[src/pulse_filter_pkg.sv]
// shared sizes and stage word types of the impulse noise filter
// every filter module imports this package in its body

package pulse_filter_pkg;

	// --------------------
	// sizes
	// --------------------
	// sensor pixel width
	localparam int PIX_WIDTH = 10;
	// lines up to 4096 pixels
	localparam int LINE_ADDR_WIDTH = 12;
	// rotating line stores
	localparam int NUM_LINE_BUFS = 4;
	localparam int BUF_SEL_WIDTH = $clog2(NUM_LINE_BUFS);
	// input pixel to filtered pixel of the line above, same column
	localparam int PIPE_LATENCY = 4;

	// --------------------
	// types
	// --------------------
	typedef logic [PIX_WIDTH-1:0] pix_t;
	typedef logic [LINE_ADDR_WIDTH-1:0] line_addr_t;
	typedef logic [BUF_SEL_WIDTH-1:0] buf_sel_t;

	// one sensor beat, used at both input and output
	typedef struct packed {
		logic fval;
		logic lval;
		pix_t data;
	} pix_beat_t;

	// write stage result, one cycle after the input beat
	typedef struct packed {
		logic fval;
		logic lval;
		line_addr_t addr;
		buf_sel_t buf_sel;
		// two full lines of this frame stored
		logic rows_ready;
		pix_t data;
	} line_wr_t;

	// one aligned column, lower is the current input line
	typedef struct packed {
		pix_t upper;
		pix_t middle;
		pix_t lower;
		logic fval;
		logic lval;
		logic rows_ready;
	} column_t;

endpackage

[src/line_buffer_rd.sv]
// read stage of the line buffers
// fetches the two stored lines at the current column and
// returns them as one column together with the current pixel
`timescale 1ns/1ns

module line_buffer_rd (
	input logic clk,
	input logic i_reset,
	input pulse_filter_pkg::line_wr_t i_line,
	input pulse_filter_pkg::pix_t [pulse_filter_pkg::NUM_LINE_BUFS-1:0] i_rd_data,
	output pulse_filter_pkg::line_addr_t o_rd_addr,
	output pulse_filter_pkg::column_t o_column
);
	import pulse_filter_pkg::*;

	logic fval_d;
	logic lval_d;
	logic rows_ready_d;
	buf_sel_t buf_sel_d;
	pix_t lower_d;
	buf_sel_t mid_sel;
	buf_sel_t up_sel;

	// same column of every RAM, the one being written is ignored
	assign o_rd_addr = i_line.addr;

	// --------------------
	// match RAM read latency
	// --------------------
	always_ff @(posedge clk) begin
		if (i_reset) begin
			fval_d <= 1'b0;
			lval_d <= 1'b0;
			rows_ready_d <= 1'b0;
			buf_sel_d <= '0;
		end else begin
			fval_d <= i_line.fval;
			lval_d <= i_line.lval;
			rows_ready_d <= i_line.rows_ready;
			buf_sel_d <= i_line.buf_sel;
		end
	end

	// current line pixel, becomes the lower row
	always_ff @(posedge clk) begin
		lower_d <= i_line.data;
	end

	// previous line one RAM back, the one before two back
	// wraps modulo four through the index width
	always_comb begin
		mid_sel = buf_sel_d - 1'b1;
		up_sel = buf_sel_d - 2'd2;
	end

	// --------------------
	// column word
	// --------------------
	assign o_column = '{
		upper: i_rd_data[up_sel],
		middle: i_rd_data[mid_sel],
		lower: lower_d,
		fval: fval_d,
		lval: lval_d,
		rows_ready: rows_ready_d
	};

endmodule

[config.mk]
export PLATFORM = sky130hd
export DESIGN_NAME = line_buffer_rd
export DESIGN_NICKNAME = d
export VERILOG_FILES = /design/src/pulse_filter_pkg.sv /design/src/line_buffer_rd.sv
export SDC_FILE = /design/constraint.sdc
export NUM_CORES = 1
export LEC_CHECK = 0
export ABC_AREA = 1
export BUFFER_PORTS_ARGS = -buffer_cell sky130_fd_sc_hd__buf_4
export CAP_MARGIN = 20
export CORE_MARGIN = 4
export CORE_UTILIZATION = 30
export DETAILED_ROUTE_END_ITERATION = 10
export PLACE_DENSITY = 0.69
export RECOVER_POWER = 50
export SYNTH_ARGS = -nofsm -noshare
export SYNTH_HDL_FRONTEND = slang
export SYNTH_SLANG_ARGS = --single-unit
[constraint.sdc]
create_clock -name clk -period 1 [get_ports clk]
set_input_delay 0 -clock clk [delete_from_list [all_inputs] [get_ports clk]]
set_output_delay 0 -clock clk [all_outputs]
set_load 0.05 [all_outputs]
==> flow_metrics.env <==
export IMPL_crit_chain="inv_4 -> buf_12 -> or2_0 -> nand2_1 -> nand2_4 -> buf_8"
export IMPL_dp_cells=359
export IMPL_core_region_area_sq_um=4030
export IMPL_viasPerCell=4.59
export IMPL_finalWirelength_um=4650
export IMPL_syn_cell_area_sq_um=1260
export IMPL_fmaxAchievable_ghz=0.769
export IMPL_critical_path_class="reg2out"
export IMPL_rsz0062_at_grt="true"
export IMPL_grt_busiest_layer="met2"
export IMPL_drv_cap=0
export IMPL_power_w=0.00268
export IMPL_layout_nets=404
export IMPL_grt_max_degree=21
export IMPL_antenna_found_initial=0
export IMPL_clock_path_buffers=2
export IMPL_chipWidth_um=72.8
export IMPL_finalCriticalPeriod_ns=1.30
export IMPL_yosysSeqAreaShare_pct=23.8
export IMPL_critPathRequiredTime_ns=1.00
export IMPL_synth_top_cell_by_area="nand2_1"
export IMPL_grt_overflow=0
export IMPL_cts_buffers_inserted=3
export IMPL_grt_pass1_vias=1708
export IMPL_synth_net_count=306
export IMPL_dr_pass1_iters=4
export IMPL_htreeDepth=1
export IMPL_crit_family="flip-flops"
export IMPL_synth_most_common_cell="nand2_1"
export IMPL_port_buffer_count=89
export IMPL_synth_area_leaders="nand2_1 30%, dfxtp_1 24%, nor2_1 13%"
export IMPL_initial_utilization_pct=31.3
export IMPL_power_leakage_nw=1.34
export IMPL_worst_pin_slew_ns=0.150
export IMPL_synth_cell_types=14
export IMPL_grt_use_met2_pct=31.2
export IMPL_dieHeight_um=72.8
export IMPL_ys_ff_latch=15
export IMPL_use_met1_pct=20.3
export IMPL_cts_tree="yes"
export IMPL_finalSetupViolCount=20
export IMPL_pin_count=114
export IMPL_use_met3_pct=4.82
export IMPL_worst_ir_drop_vdd_uv=1070
export IMPL_synth_edf_count=0
export IMPL_drtIter0Drc=55
export IMPL_setup_ws_ns=-0.300
export IMPL_syn_to_final_growth_pct=105
export IMPL_clk_pin_slew_ns=0.06
export IMPL_cp_slowest_cell="dfxtp_4"
export IMPL_synthCells=237
export IMPL_whs_ns=0.0000193
export IMPL_drtAntennaViolNets=0
export IMPL_hold_viol=0
export IMPL_period_share_pct=130
export IMPL_cp_slowest_stage_delay_ns=0.38
export IMPL_routabilityCongestion=0.887
export IMPL_drv_slew=0
export IMPL_hold_path_class="in2out"
export IMPL_grt_pass1_wl_um=7480
export IMPL_netlist_area_leader_share_pct=30.4
export IMPL_violations="setup timing"
export IMPL_p_per_area_nw_per_um2=1040
export IMPL_syn_area_per_cell_sq_um=5.32
export IMPL_path_buf_inv=3
export IMPL_synthTopCellsByCount="102 x nand2_1, 43 x nor2_1, 16 x buf_4, 16 x inv_1, 15 x dfxtp_1"
export IMPL_die_area_sq_um=5300
export IMPL_rows=23
export IMPL_fin_setup_tns_ns=-5.49
export IMPL_start_kind="flip-flop"
export IMPL_vias=1761
export IMPL_yosysWarnings=0
export IMPL_dp_hpwl_um=3120
export IMPL_wl_per_cell_um=12.1
export IMPL_grt_total_usage_pct=17.6
export IMPL_slew_headroom_pct=90.0
export IMPL_drcViolationCount=0
export IMPL_crit_path_max_fanout=6
export IMPL_antenna_cells=0
export IMPL_layoutNonFillerInstCount=384
export IMPL_synth_async_reset_ratio_pct=0
export IMPL_cp_end_kind="output pin"
export IMPL_worst_ep_arrival_time_ns=1.30
export IMPL_cts_root_buf="clkbuf_8"
export IMPL_status="finished, violations left"
export IMPL_clkSinkCount=15
export IMPL_drive_above_1_share_pct=48.5
export IMPL_ys_flop_type="dfxtp_1"
-- through the flow --
stage	utilization [%]	worst slack [ns]	instance area (sq um)
after floorplan	-	-0.000281	1330
after global placement	50.0	-0.126	2010
after detailed placement	50.0	-0.149	2010
after CTS	62.2	-0.308	2510
after global routing	64.0	-0.373	2580
final	64.0	-0.300	2580
-- power breakdown --
part / switching (W) / internal (W)
logic: 0.000864 / 0.000690
clock network: 0.000199 / 0.000282
registers: 0.0000195 / 0.000629
total: 0.00108 / 0.00160
-- timing repair --
item,CTS,global route
pin swaps,6,6
hold buffers,16,0
endpoints found under the hold margin,15,0
resized for setup,72,19
endpoints found under the setup margin,20,20
cloned,2,0
buffers inserted,2,1
-- area by class of cell --
cell class	instances	area [sq um]
clock buffer	4	45.0
fill	361	1450
inverter	17	68.8
multi-input combinational	177	895
sequential	15	308
tap	50	62.6
timing repair buffer	121	1200
-- final timing paths --
path	cells past startpoint	start	to
max	6	buf_sel_d[1]	o_column[31]
min	0	i_line[18]	o_rd_addr[5]
-- routing by layer --
metal / wire (um) / vias up
met4: 54 / 0
met2: 2270 / 89
li1: - / 883
met3: 497 / 5
met1: 1830 / 784
met5: 0 / -
-- cells in the final DEF, fill, tap and decap left out, drive strengths merged --
master,instances
a21oi,1
buf,97
clkbuf,12
dfxtp,15
dlygate4sd3,16
inv,17
nand2,102
nand3,10
nor2,43
o21ai,10
or2,11
-- flip-flops by register name, indices dropped and copies added (netlist names) --
signal,cells
buf_sel_d,2
fval_d,1
lower_d,10
lval_d,1
rows_ready_d,1
-- cells by family after synthesis --
logic type / Yosys count / share of synthesized area, %
AOI/OAI and AO/OA: 11 / 4.37
buffers and inverters: 45 / 19.2
DFF: 15 / 23.8
and+or+nand+nor: 166 / 52.6
No activity file was read; power rests on OpenSTA's default activity.
