## src/pulse_filter_pkg.sv

```systemverilog
// shared sizes and stage word types of the impulse noise filter
// every filter module imports this package in its body

package pulse_filter_pkg;

	// --------------------
	// sizes
	// --------------------
	// sensor pixel width
	localparam int PIX_WIDTH = 10;
	// lines up to 4096 pixels
	localparam int LINE_ADDR_WIDTH = 12;
	// rotating line stores
	localparam int NUM_LINE_BUFS = 4;
	localparam int BUF_SEL_WIDTH = $clog2(NUM_LINE_BUFS);
	// input pixel to filtered pixel of the line above, same column
	localparam int PIPE_LATENCY = 4;

	// --------------------
	// types
	// --------------------
	typedef logic [PIX_WIDTH-1:0] pix_t;
	typedef logic [LINE_ADDR_WIDTH-1:0] line_addr_t;
	typedef logic [BUF_SEL_WIDTH-1:0] buf_sel_t;

	// one sensor beat, used at both input and output
	typedef struct packed {
		logic fval;
		logic lval;
		pix_t data;
	} pix_beat_t;

	// write stage result, one cycle after the input beat
	typedef struct packed {
		logic fval;
		logic lval;
		line_addr_t addr;
		buf_sel_t buf_sel;
		// two full lines of this frame stored
		logic rows_ready;
		pix_t data;
	} line_wr_t;

	// one aligned column, lower is the current input line
	typedef struct packed {
		pix_t upper;
		pix_t middle;
		pix_t lower;
		logic fval;
		logic lval;
		logic rows_ready;
	} column_t;

endpackage

```

## src/pulse_filter_core.sv

```systemverilog
// 3x3 window and impulse clamp
// a centre pixel beyond all eight neighbours by more than the threshold
// is replaced by the nearest neighbour extreme, line edges pass unchanged
`timescale 1ns/1ns

module pulse_filter_core (
	input logic clk,
	input logic i_reset,
	input pulse_filter_pkg::column_t i_column,
	input pulse_filter_pkg::pix_t i_threshold,
	input logic i_filter_en,
	output pulse_filter_pkg::pix_beat_t o_beat
);
	import pulse_filter_pkg::*;

	// columns packed as {upper, middle, lower}
	pix_t [2:0] col_r;
	pix_t [2:0] col_c;
	pix_t [2:0] col_l;
	logic lval_l;
	logic lval_c;
	logic fval_c;
	logic rows_ready_c;

	// eight neighbours of the centre
	pix_t [7:0] nb;
	pix_t nb_max;
	pix_t nb_min;
	pix_t centre;
	pix_t result;
	logic at_edge;
	logic [PIX_WIDTH:0] hot_limit;
	logic [PIX_WIDTH:0] cold_limit;

	logic out_fval;
	logic out_lval;
	pix_t out_data;

	// --------------------
	// window shift
	// --------------------
	// right column is the incoming one
	assign col_r = {i_column.upper, i_column.middle, i_column.lower};

	always_ff @(posedge clk) begin
		col_c <= col_r;
		col_l <= col_c;
	end

	// qualifiers of centre and left column
	always_ff @(posedge clk) begin
		if (i_reset) begin
			lval_c <= 1'b0;
			lval_l <= 1'b0;
			fval_c <= 1'b0;
			rows_ready_c <= 1'b0;
		end else begin
			lval_c <= i_column.lval;
			lval_l <= lval_c;
			fval_c <= i_column.fval;
			rows_ready_c <= i_column.rows_ready;
		end
	end

	// full left and right columns, upper and lower of the centre
	assign nb = {col_l, col_r, col_c[2], col_c[0]};

	// --------------------
	// neighbour extremes
	// --------------------
	always_comb begin
		nb_max = nb[0];
		nb_min = nb[0];
		for (int i = 1; i < $size(nb); i++) begin
			if (nb[i] > nb_max) begin
				nb_max = nb[i];
			end
			if (nb[i] < nb_min) begin
				nb_min = nb[i];
			end
		end
	end

	// clamp decision
	always_comb begin
		centre = col_c[1];
		// neighbour outside the line on either side
		at_edge = !lval_l || !i_column.lval;
		// one extra bit so the sums never wrap
		hot_limit = {1'b0, nb_max} + {1'b0, i_threshold};
		cold_limit = {1'b0, centre} + {1'b0, i_threshold};
		result = centre;
		if (i_filter_en && !at_edge) begin
			if ({1'b0, centre} > hot_limit) begin
				result = nb_max;
			end else if ({1'b0, nb_min} > cold_limit) begin
				result = nb_min;
			end
		end
	end

	// --------------------
	// output register
	// --------------------
	// no output line until upper row exists
	always_ff @(posedge clk) begin
		if (i_reset) begin
			out_fval <= 1'b0;
			out_lval <= 1'b0;
		end else begin
			out_fval <= fval_c;
			out_lval <= lval_c && rows_ready_c;
		end
	end

	always_ff @(posedge clk) begin
		out_data <= result;
	end

	assign o_beat = '{fval: out_fval, lval: out_lval, data: out_data};

endmodule

```

## config.mk

```make
export PLATFORM = sky130hd
export DESIGN_NAME = pulse_filter_core
export DESIGN_NICKNAME = d
export VERILOG_FILES = /design/src/pulse_filter_pkg.sv /design/src/pulse_filter_core.sv
export SDC_FILE = /design/constraint.sdc
export NUM_CORES = 1
export LEC_CHECK = 0
export BUFFER_PORTS_ARGS = -buffer_cell sky130_fd_sc_hd__buf_4
export CAP_MARGIN = 40
export CORE_MARGIN = 8
export CORE_UTILIZATION = 56
export CTS_BUF_LIST = sky130_fd_sc_hd__clkbuf_16
export DETAILED_ROUTE_END_ITERATION = 12
export PLACE_DENSITY = 0.77
export REMOVE_ABC_BUFFERS = 1
export SYNTH_ARGS = -nofsm -noshare
export SYNTH_HDL_FRONTEND = slang
export SYNTH_SLANG_ARGS = --single-unit
export TNS_END_PERCENT = 1
```

## constraint.sdc

```tcl
create_clock -name clk -period 15.93 [get_ports clk]
set_clock_uncertainty 0.15 [all_clocks]
set_input_delay 2.3895 -clock clk [delete_from_list [all_inputs] [get_ports clk]]
set_output_delay 2.3895 -clock clk [all_outputs]
set_load 0.05 [all_outputs]
```

==> results of run 1 <==
## report_power, final
group | leakage [nW] | switching [mW] | internal (mW)
logic | 5.46 | 1.14 | 1.17
clock network | 0.154 | 0.0918 | 0.136
registers | 0.640 | 0.0169 | 0.208
## layer usage
metal / global-route usage [%] / part of all wire (%) / wire, um / up-vias
met5: 0 / 0 / 0 / -
met3: 5.10 / 8.6 / 3150 / 321
met2: 60.0 / 48 / 17800 / 717
met4: 27.3 / 9.6 / 3540 / 0
met1: 32.6 / 33 / 12300 / 4559
li1: - / - / - / 4267
## cell families (layout without fill, tap and decap cells)
kind of cell	Yosys count	count (layout)	share of synthesized area [%]
mux	94	94	12.0
flops	76	76	18.8
fa+ha+maj	160	160	24.8
xor+xnor	24	24	2.60
simple gates	225	226	15.0
buf+inv	146	525	7.05
compound gates	249	249	19.7
## sequential cells by signal, indices dropped and copies added, names as in the netlist
signal / cells
centre: 10
col_c: 20
col_l: 30
fval_c: 1
lval_c: 1
lval_l: 1
out_data: 10
out_fval: 1
out_lval: 1
rows_ready_c: 1
## worst max-delay path: cells and delay by family, from the launching register on
kind,cells,cell delay (ns)
fa+ha+maj,8,1.98
simple gates,27,2.80
mux,4,0.90
flops,1,0.34
buf+inv,17,2.22
compound gates,50,8.34
## cells in the final DEF, fill, tap and decap left out, types with 12 or more instances in the layout
master / synthesis / final
sky130_fd_sc_hd__a21oi_1: 65 / 39
sky130_fd_sc_hd__o21a_1: 13 / 13
sky130_fd_sc_hd__buf_4: 3 / 360
sky130_fd_sc_hd__o21ai_0: 76 / 37
sky130_fd_sc_hd__mux2i_4: 0 / 13
sky130_fd_sc_hd__nor2_1: 32 / 25
sky130_fd_sc_hd__o21ai_2: 0 / 15
sky130_fd_sc_hd__buf_6: 1 / 26
sky130_fd_sc_hd__mux2i_1: 70 / 44
sky130_fd_sc_hd__ha_4: 0 / 25
sky130_fd_sc_hd__a21oi_2: 1 / 23
sky130_fd_sc_hd__nand3_1: 14 / 12
sky130_fd_sc_hd__inv_1: 121 / 110
sky130_fd_sc_hd__nand2b_1: 19 / 18
sky130_fd_sc_hd__nor2b_1: 33 / 30
sky130_fd_sc_hd__mux2i_2: 0 / 13
sky130_fd_sc_hd__mux2_2: 24 / 22
sky130_fd_sc_hd__xnor2_1: 17 / 17
sky130_fd_sc_hd__o21ai_1: 9 / 30
sky130_fd_sc_hd__dfxtp_1: 76 / 76
sky130_fd_sc_hd__ha_1: 155 / 129
sky130_fd_sc_hd__nand4_1: 21 / 21
sky130_fd_sc_hd__nand2_1: 57 / 51
sky130_fd_sc_hd__a21o_1: 22 / 22
## metrics by stage
stage	worst slack (ns)	TNS (ns)	instance area (um^2)	util, %
2_1_floorplan	-1.99	-19.56	7980	-
3_3_place_gp	-2.04	-19.43	10600	73.8
3_5_place_dp	-1.98	-18.82	10600	73.8
4_1_cts	-0.213	-1.71	11800	82.1
5_1_grt	-1.68	-15.44	12700	88.5
6_report	-0.978	-9.06	12700	88.5
## path summary, 6_finish.rpt
kind | cells past startpoint | end | slack, ns | startpoint
max | 106 | out_data[0] | -0.98 | col_c[7]
min | 0 | col_l[10] | 0.25 | centre[0]
max reg2reg | 106 | out_data[0] | -0.98 | col_c[7]
min reg2reg | 0 | col_l[10] | 0.25 | centre[0]
## timing repair
action / 4_1_cts / 5_1_grt
cloned: 2 / 0
pin swaps: 72 / 98
hold buffers: 0 / 0
gates resized for setup: 117 / 158
setup buffers: 53 / 23
setup endpoints to repair: 10 / 10
## layout make-up
type / count / area share (%)
multi-input combinational: 753 / 56.1
timing repair buffer: 388 / 23.9
sequential: 76 / 12.0
inverter: 121 / 3.62
tap: 184 / 1.82
clock buffer: 9 / 1.78
clock inverter: 7 / 0.731
==> impl_summary.txt, run 1 <==
----------------------------------------------------
[Global routing]
  Initial antenna violation count ... 0
  First-pass GRT wire length ... 48.0 mm
  Total global routing track utilization ... 33.0%
  Number of global-route vias before repair ... 9,825
  Remaining global-route overflow ... 0
  Largest net degree at the start of global routing ... 16

[Setup path]
  Kind of launch point of the worst setup path ... flip-flop
  Endpoint kind of the worst setup timing path ... flip-flop
  Dominant cell type by count on the critical path ... sky130_fd_sc_hd__nor2b_1
  Required time worst endpoint ... 16.05 ns
  Worst stage delay on the critical path ... 0.48 ns
  Kind of critical path ... reg -> reg
  Crit Path Max Fanout ... 6
  Crit-path slowest cell ... sky130_fd_sc_hd__o41a_1
  Arrival time of the worst setup path ... 17.03 ns

[Outcome]
  Violated checks ... negative setup slack
  Status ... finished, violations left

[STA]
  RSZ-0062 raised after global routing ... true
  Setup slack after layout ... -0.978 ns
  Worst-case hold slack ... ~0.25 ns
  Portion of the clock cycle consumed by the worst path in the final layout ... 106%
  Worst-Margin Slew ... roughly 0.7 ns
  Minimum clock period ... 16.91 ns
  Final hold violation count ... 0
  Highest attainable clock frequency ... 59.1 MHz
  Final setup violation count ... 10
  Pins Over Slew Limit ... 0
  Worst slew slack as a fraction of its limit ... approximately 52%

[Synthesis]
  Most frequent cell after synthesis ... sky130_fd_sc_hd__ha_1
  Cell count after synthesis ... 974
  Number of distinct library cells after synthesis ... 73
  Ys async rst share ... 0%
  Most frequent cells after synthesis ... sky130_fd_sc_hd__ha_1, sky130_fd_sc_hd__inv_1, sky130_fd_sc_hd__dfxtp_1, sky130_fd_sc_hd__o21ai_0, sky130_fd_sc_hd__mux2i_1
  Top-area cell type share of the netlist area ... a little under a quarter
  Biggest area contributors in the synthesized netlist ... sky130_fd_sc_hd__ha_1, sky130_fd_sc_hd__dfxtp_1, sky130_fd_sc_hd__mux2i_1
  Syn avg cell area ... 8.31 um^2
  Primary flip-flop cell chosen by synthesis mapping ... sky130_fd_sc_hd__dfxtp_1
  Number of warnings issued by yosys ... 0
  Number of flops mapped to enable cells by yosys ... 0
  Leading area contributor after synthesis ... sky130_fd_sc_hd__ha_1
  Flip-flop and latch count after synthesis ... 76
  Post-synthesis sequential area ratio ... a little under a fifth
  Cell area after synthesis ... 8090 um^2

[Layout]
  Final Non-Filler Cells ... approximately 1,500
  Number of diodes ... 0
  Layout-stage area growth over the synthesis result ... 56.6%
  Share of final-layout standard cells stronger than drive strength 1 ... between 40% and 50%
  Number of fill cells in the layout ... 651
  Footprint of the flip-flops and latches ... roughly 1500 um^2
  Post-layout nets ... around 1,600
  Area used by multi-input combinational logic ... slightly above 7000 um^2

[Floorplan]
  Die extent in y ... between 100 and 150 um
  Die Width ... between 100 and 150 um
  Number of ports placed on the die boundary ... 58
  Row count ... 44
  Core area ... 14,300 um^2
  Die footprint ... ~19,000 um^2
  Initial Util ... 56.5%

[Routing]
  Average wire per cell in the routed design ... 23.9 um
  Via density per instance ... 6.41
  Drt pass-1 iters ... 9
  Iteration-0 DRC Markers ... 981
  Final ANT Viol Nets ... 0
  Number of vias in the routed layout ... about 9,900
  Aggregate routed wire length ... 36.7 mm
  Remaining DRCs ... 0

[Pwr]
  Cell area power density ... 218 nW/um^2
  Maximum vdd drop ... 0.000117 V
  Leak pwr ... 6.25 nW
  Pwr Total ... about 2.8 mW

[Clock tree]
  Clk buf depth ... 2
  Count of clock tree sinks ... 76
  Clock root buffer ... sky130_fd_sc_hd__clkbuf_16
  Level count of the clock H-tree ... 3
  TritonCTS buffer count ... 9
  Clock transition at the register clock pins on the worst setup and hold paths after CTS ... 0.07 ns
  Worst skew pair latency ... around 0.38 ns
  TritonCTS clock tree ... built

[Placed design]
  HPWL reported at the end of detailed placement ... about 22 mm
  Port-buffer cells ... 57
  Dpl cells ... 1,446
  Final weighted congestion in routability-driven placement ... 0.964

[Min path]
  Class of the most critical hold timing path ... reg -> reg

[Job]
  Count of max-cap constraint violations ... 0

----------------------------------------------------
Note: power is estimated with default switching activity, not from simulation.
==> run 2, diff against run 1 <==
- ABC_AREA: not set -> 1
==> run 2 against run 1 <==
The run now ends clean. Wire length is 39% lower. Utilization is 25 points lower. Fmax is 14% higher. Synthesized cell count is 19% higher. Critical endpoint is now out_data[9]. Worst hold slack worse by 0.031 ns. Global-route usage is 8.7 points lower.
==> impl_summary.txt, run 2 <==
----------------------------------------------------
[STA]
  Portion of the clock cycle consumed by the worst path in the final layout ... 93.0% (-13 points)
  Minimum clock period ... 14.81 ns (-2.10 ns)
  Worst-Margin Slew ... 0.730 ns (+0.00991 ns)
  Worst-case hold slack ... 0.214 ns (-0.0313 ns)
  Highest attainable clock frequency ... 67.5 MHz (+14%)
  Final hold violation count ... 0 (unchanged)
  Worst slew slack as a fraction of its limit ... 51.2% (-0.80 points)
  Post-route setup TNS ... 0 ns (+9.06 ns)
  RSZ-0062 raised after global routing ... false
  Final setup violation count ... 0 (-10)
  Pins Over Slew Limit ... 0 (unchanged)

[Layout]
  Register with the most flip-flops ... col_l
  Number of diodes ... 0 (unchanged)
  Commonest non-fill, non-tap cells in the layout ... sky130_fd_sc_hd__nand2_1, sky130_fd_sc_hd__ha_1, sky130_fd_sc_hd__inv_1
  Most common cell after layout, fill and taps aside ... sky130_fd_sc_hd__nand2_1
  Flip-flop count of the largest register after layout ... 30 (unchanged)
  Share of final-layout standard cells stronger than drive strength 1 ... 15.5% (-29 points)
  Post-layout nets ... 1,425 (-8.2%)
  Post-Layout Inst Area ... 9060 um^2 (-29%)
  Biggest registers after layout ... col_l (30), col_c (20)
  Layout-stage area growth over the synthesis result ... 12.3%

[Routing]
  Final ANT Viol Nets ... 0 (unchanged)
  Iteration-0 DRC Markers ... 448 (-54%)
  Remaining DRCs ... 0 (unchanged)
  Drt pass-1 iters ... 5 (-4)
  Average wire per cell in the routed design ... 15.8 um (-34%)
  Via density per instance ... 5.48 (-15%)
  Number of vias in the routed layout ... 7,729 (-22%)
  Aggregate routed wire length ... 22.3 mm (-39%)

[Global routing]
  Largest net degree at the start of global routing ... 25 (+9)
  Remaining global-route overflow ... 0 (unchanged)
  Total global routing track utilization ... 24.3% (-8.7 points)
  Initial antenna violation count ... 0 (unchanged)
  First-pass GRT wire length ... 35.5 mm (-26%)
  Number of global-route vias before repair ... 7,468 (-24%)

[Outcome]
  Status ... finished clean

[Synthesis]
  Proportion of synthesized area in mux cells ... 0% (-12 points)
  Most frequent cell after synthesis ... sky130_fd_sc_hd__nand2_1
  Parity-gate share of the synthesized area counting xor and xnor cells ... 1.74% (-0.86 points)
  Cell count after synthesis ... 1,163 (+19%)
  Share of the synthesized area in compound gates (AO/OA/AOI/OAI) ... 15.4% (-4.3 points)
  Flip-flop and latch count after synthesis ... 76 (unchanged)
  Ys async rst share ... 0% (unchanged)
  Number of flops mapped to enable cells by yosys ... 0 (unchanged)
  Leading area contributor after synthesis ... sky130_fd_sc_hd__ha_1
  Adder-cell share of the synthesized area ... 24.5% (-0.31 points)
  Largest family of logic cells by synthesized area ... simple AND/OR/NAND/NOR gates
  Number of distinct library cells after synthesis ... 40 (-45%)
  Most frequent cells after synthesis ... sky130_fd_sc_hd__nand2_1, sky130_fd_sc_hd__ha_1, sky130_fd_sc_hd__inv_1, sky130_fd_sc_hd__o21ai_0, sky130_fd_sc_hd__nand3_1
  Biggest area contributors in the synthesized netlist ... sky130_fd_sc_hd__ha_1, sky130_fd_sc_hd__dfxtp_1, sky130_fd_sc_hd__nand2_1
  Number of warnings issued by yosys ... 0 (unchanged)
  Cell area after synthesis ... 8070 um^2 (-0.31%)
  Post-synthesis sequential area ratio ... 18.9% (+0.058 points)
  Top-area cell type share of the netlist area ... 24.0% (+0.074 points)
  Primary flip-flop cell chosen by synthesis mapping ... sky130_fd_sc_hd__dfxtp_1
  Syn avg cell area ... 6.94 um^2 (-17%)
  Synthesized-area fraction occupied by and/or/nand/nor cells ... 30.6% (+16 points)

[Floorplan]
  Die Width ... 136 um (-0.14%)
  Core area ... 14,300 um^2 (unchanged)
  Initial Util ... 56.4% (-0.17 points)
  Row count ... 44 (unchanged)
  Die footprint ... 18,500 um^2 (-0.28%)
  Die extent in y ... 136 um (-0.14%)
  Number of ports placed on the die boundary ... 58 (unchanged)

[Setup path]
  Worst R2R Setup Slack ... 1.34 ns (+2.32 ns)
  Crit-path slowest cell ... sky130_fd_sc_hd__ha_1
  Cell count of the worst reg-to-reg path ... 98 (-7.5%)
  Endpoint kind of the worst setup timing path ... flip-flop
  Dominant cell type by count on the critical path ... sky130_fd_sc_hd__nand2_1
  End of the worst register-to-register path ... out_data[9]
  Worst flop-to-flop path startpoint ... col_c[4]
  Required time worst endpoint ... 16.02 ns (-0.03 ns)
  Crit Path Max Fanout ... 20 (+14)
  Kind of launch point of the worst setup path ... input pin
  Kind of critical path ... in -> reg
  Worst stage delay on the critical path ... 0.34 ns (-0.14 ns)
  Arrival time of the worst setup path ... 14.90 ns (-2.13 ns)

[Min path]
  Endpoint, Worst Hold ... col_l[7]
  Cell depth of the worst hold path ... 0 (unchanged)
  Class of the most critical hold timing path ... reg -> reg
  Hold_sp ... col_c[7]

[Job]
  Count of max-cap constraint violations ... 0 (unchanged)

[Placed design]
  Port-buffer cells ... 57 (unchanged)
  HPWL reported at the end of detailed placement ... 18.7 mm (-16%)
  Final weighted congestion in routability-driven placement ... 0.935 (-3.0%)
  Placed Instance Area ... 8690 um^2 (-18%)

[Clock tree]
  Clk buf depth ... 2 (unchanged)
  Worst skew pair latency ... 0.36 ns (-0.02 ns)
  Clock transition at the register clock pins on the worst setup and hold paths after CTS ... 0.06 ns (about the same)
  Hold buffer count at CTS ... 0 (unchanged)
  TritonCTS buffer count ... 9 (unchanged)
  Level count of the clock H-tree ... 3 (unchanged)
  Clock root buffer ... sky130_fd_sc_hd__clkbuf_16
  TritonCTS clock tree ... built
  Count of clock tree sinks ... 76 (unchanged)

----------------------------------------------------
-- run 2: changes by cell type after synthesis, sizes merged, moves of 24 or more --
cell	before	now
mux2i	70	0
nand3	14	107
nand2	57	295
o21ai	85	114
nor2b	33	0
mux2	24	0
-- run 2: repair_timing --
action                                  CTS  global route
setup buffers                             0             4
gates resized for setup                   0            12
endpoints found under the setup margin    0            10
-- run 2: final cells by class --
type	instances	area (um^2)
multi-input cells	912	5880
fillers	1327	5260
flip-flops and latches	76	1520
repair buffers	77	591
inverters	145	552
well taps	184	230
clock buffers	9	225
clock inverters	7	55.1
repair inverters	1	7.51
-- run 2: metal layers --
metal  GRT usage (%)  part of all wire [%]  up-vias
li1                -                     -     4038
met1            26.9                    43     3454
met2            43.1                    49      183
met3            3.95                   3.6       54
met4            14.3                   5.3        0
met5               0                     0        -
-- run 2: critical path, delay by kind of cell --
family	cells	cell delay, ns
adder cells (fa/ha/maj)	8	2.49
buffers and inverters	14	1.24
AO/OA/AOI/OAI	12	2.04
AND/OR/NAND/NOR	57	6.59
XOR/XNOR	1	0.15
-- run 2: logic make-up after synthesis --
family                     count (synthesis)
DFF                                       76
AOI/OAI and AO/OA                        222
buffers and inverters                    175
and+or+nand+nor                          517
xor gates and xnor gates                  16
adders and majority gates                157
-- run 2: worst max-delay path by stage --
| stage | startpoint | end | cells past startpoint |
|---|---|---|---|
| after global routing | i_column[12] | out_data[8] | 93 |
| after detailed placement | i_column[12] | out_data[7] | 92 |
| after CTS | i_column[12] | out_data[7] | 96 |
| after floorplan | i_column[6] | out_data[1] | 57 |
| final | i_column[12] | out_data[9] | 92 |
| after global placement | i_column[12] | out_data[7] | 90 |
-- run 2: metrics by stage --
step / cells / worst slack (ns) / util (%)
2_1_floorplan: 1133 / 0.286 / -
3_3_place_gp: 1390 / 0.361 / 60.7
3_5_place_dp: 1390 / 0.0518 / 60.7
4_1_cts: 1406 / 0.422 / 62.7
5_1_grt: 1411 / 0.0433 / 63.3
6_report: 1411 / 1.12 / 63.3
Power of run 2 is not shown: default switching activity piles up to over one toggle a cycle in this logic, so the estimate is an artifact.
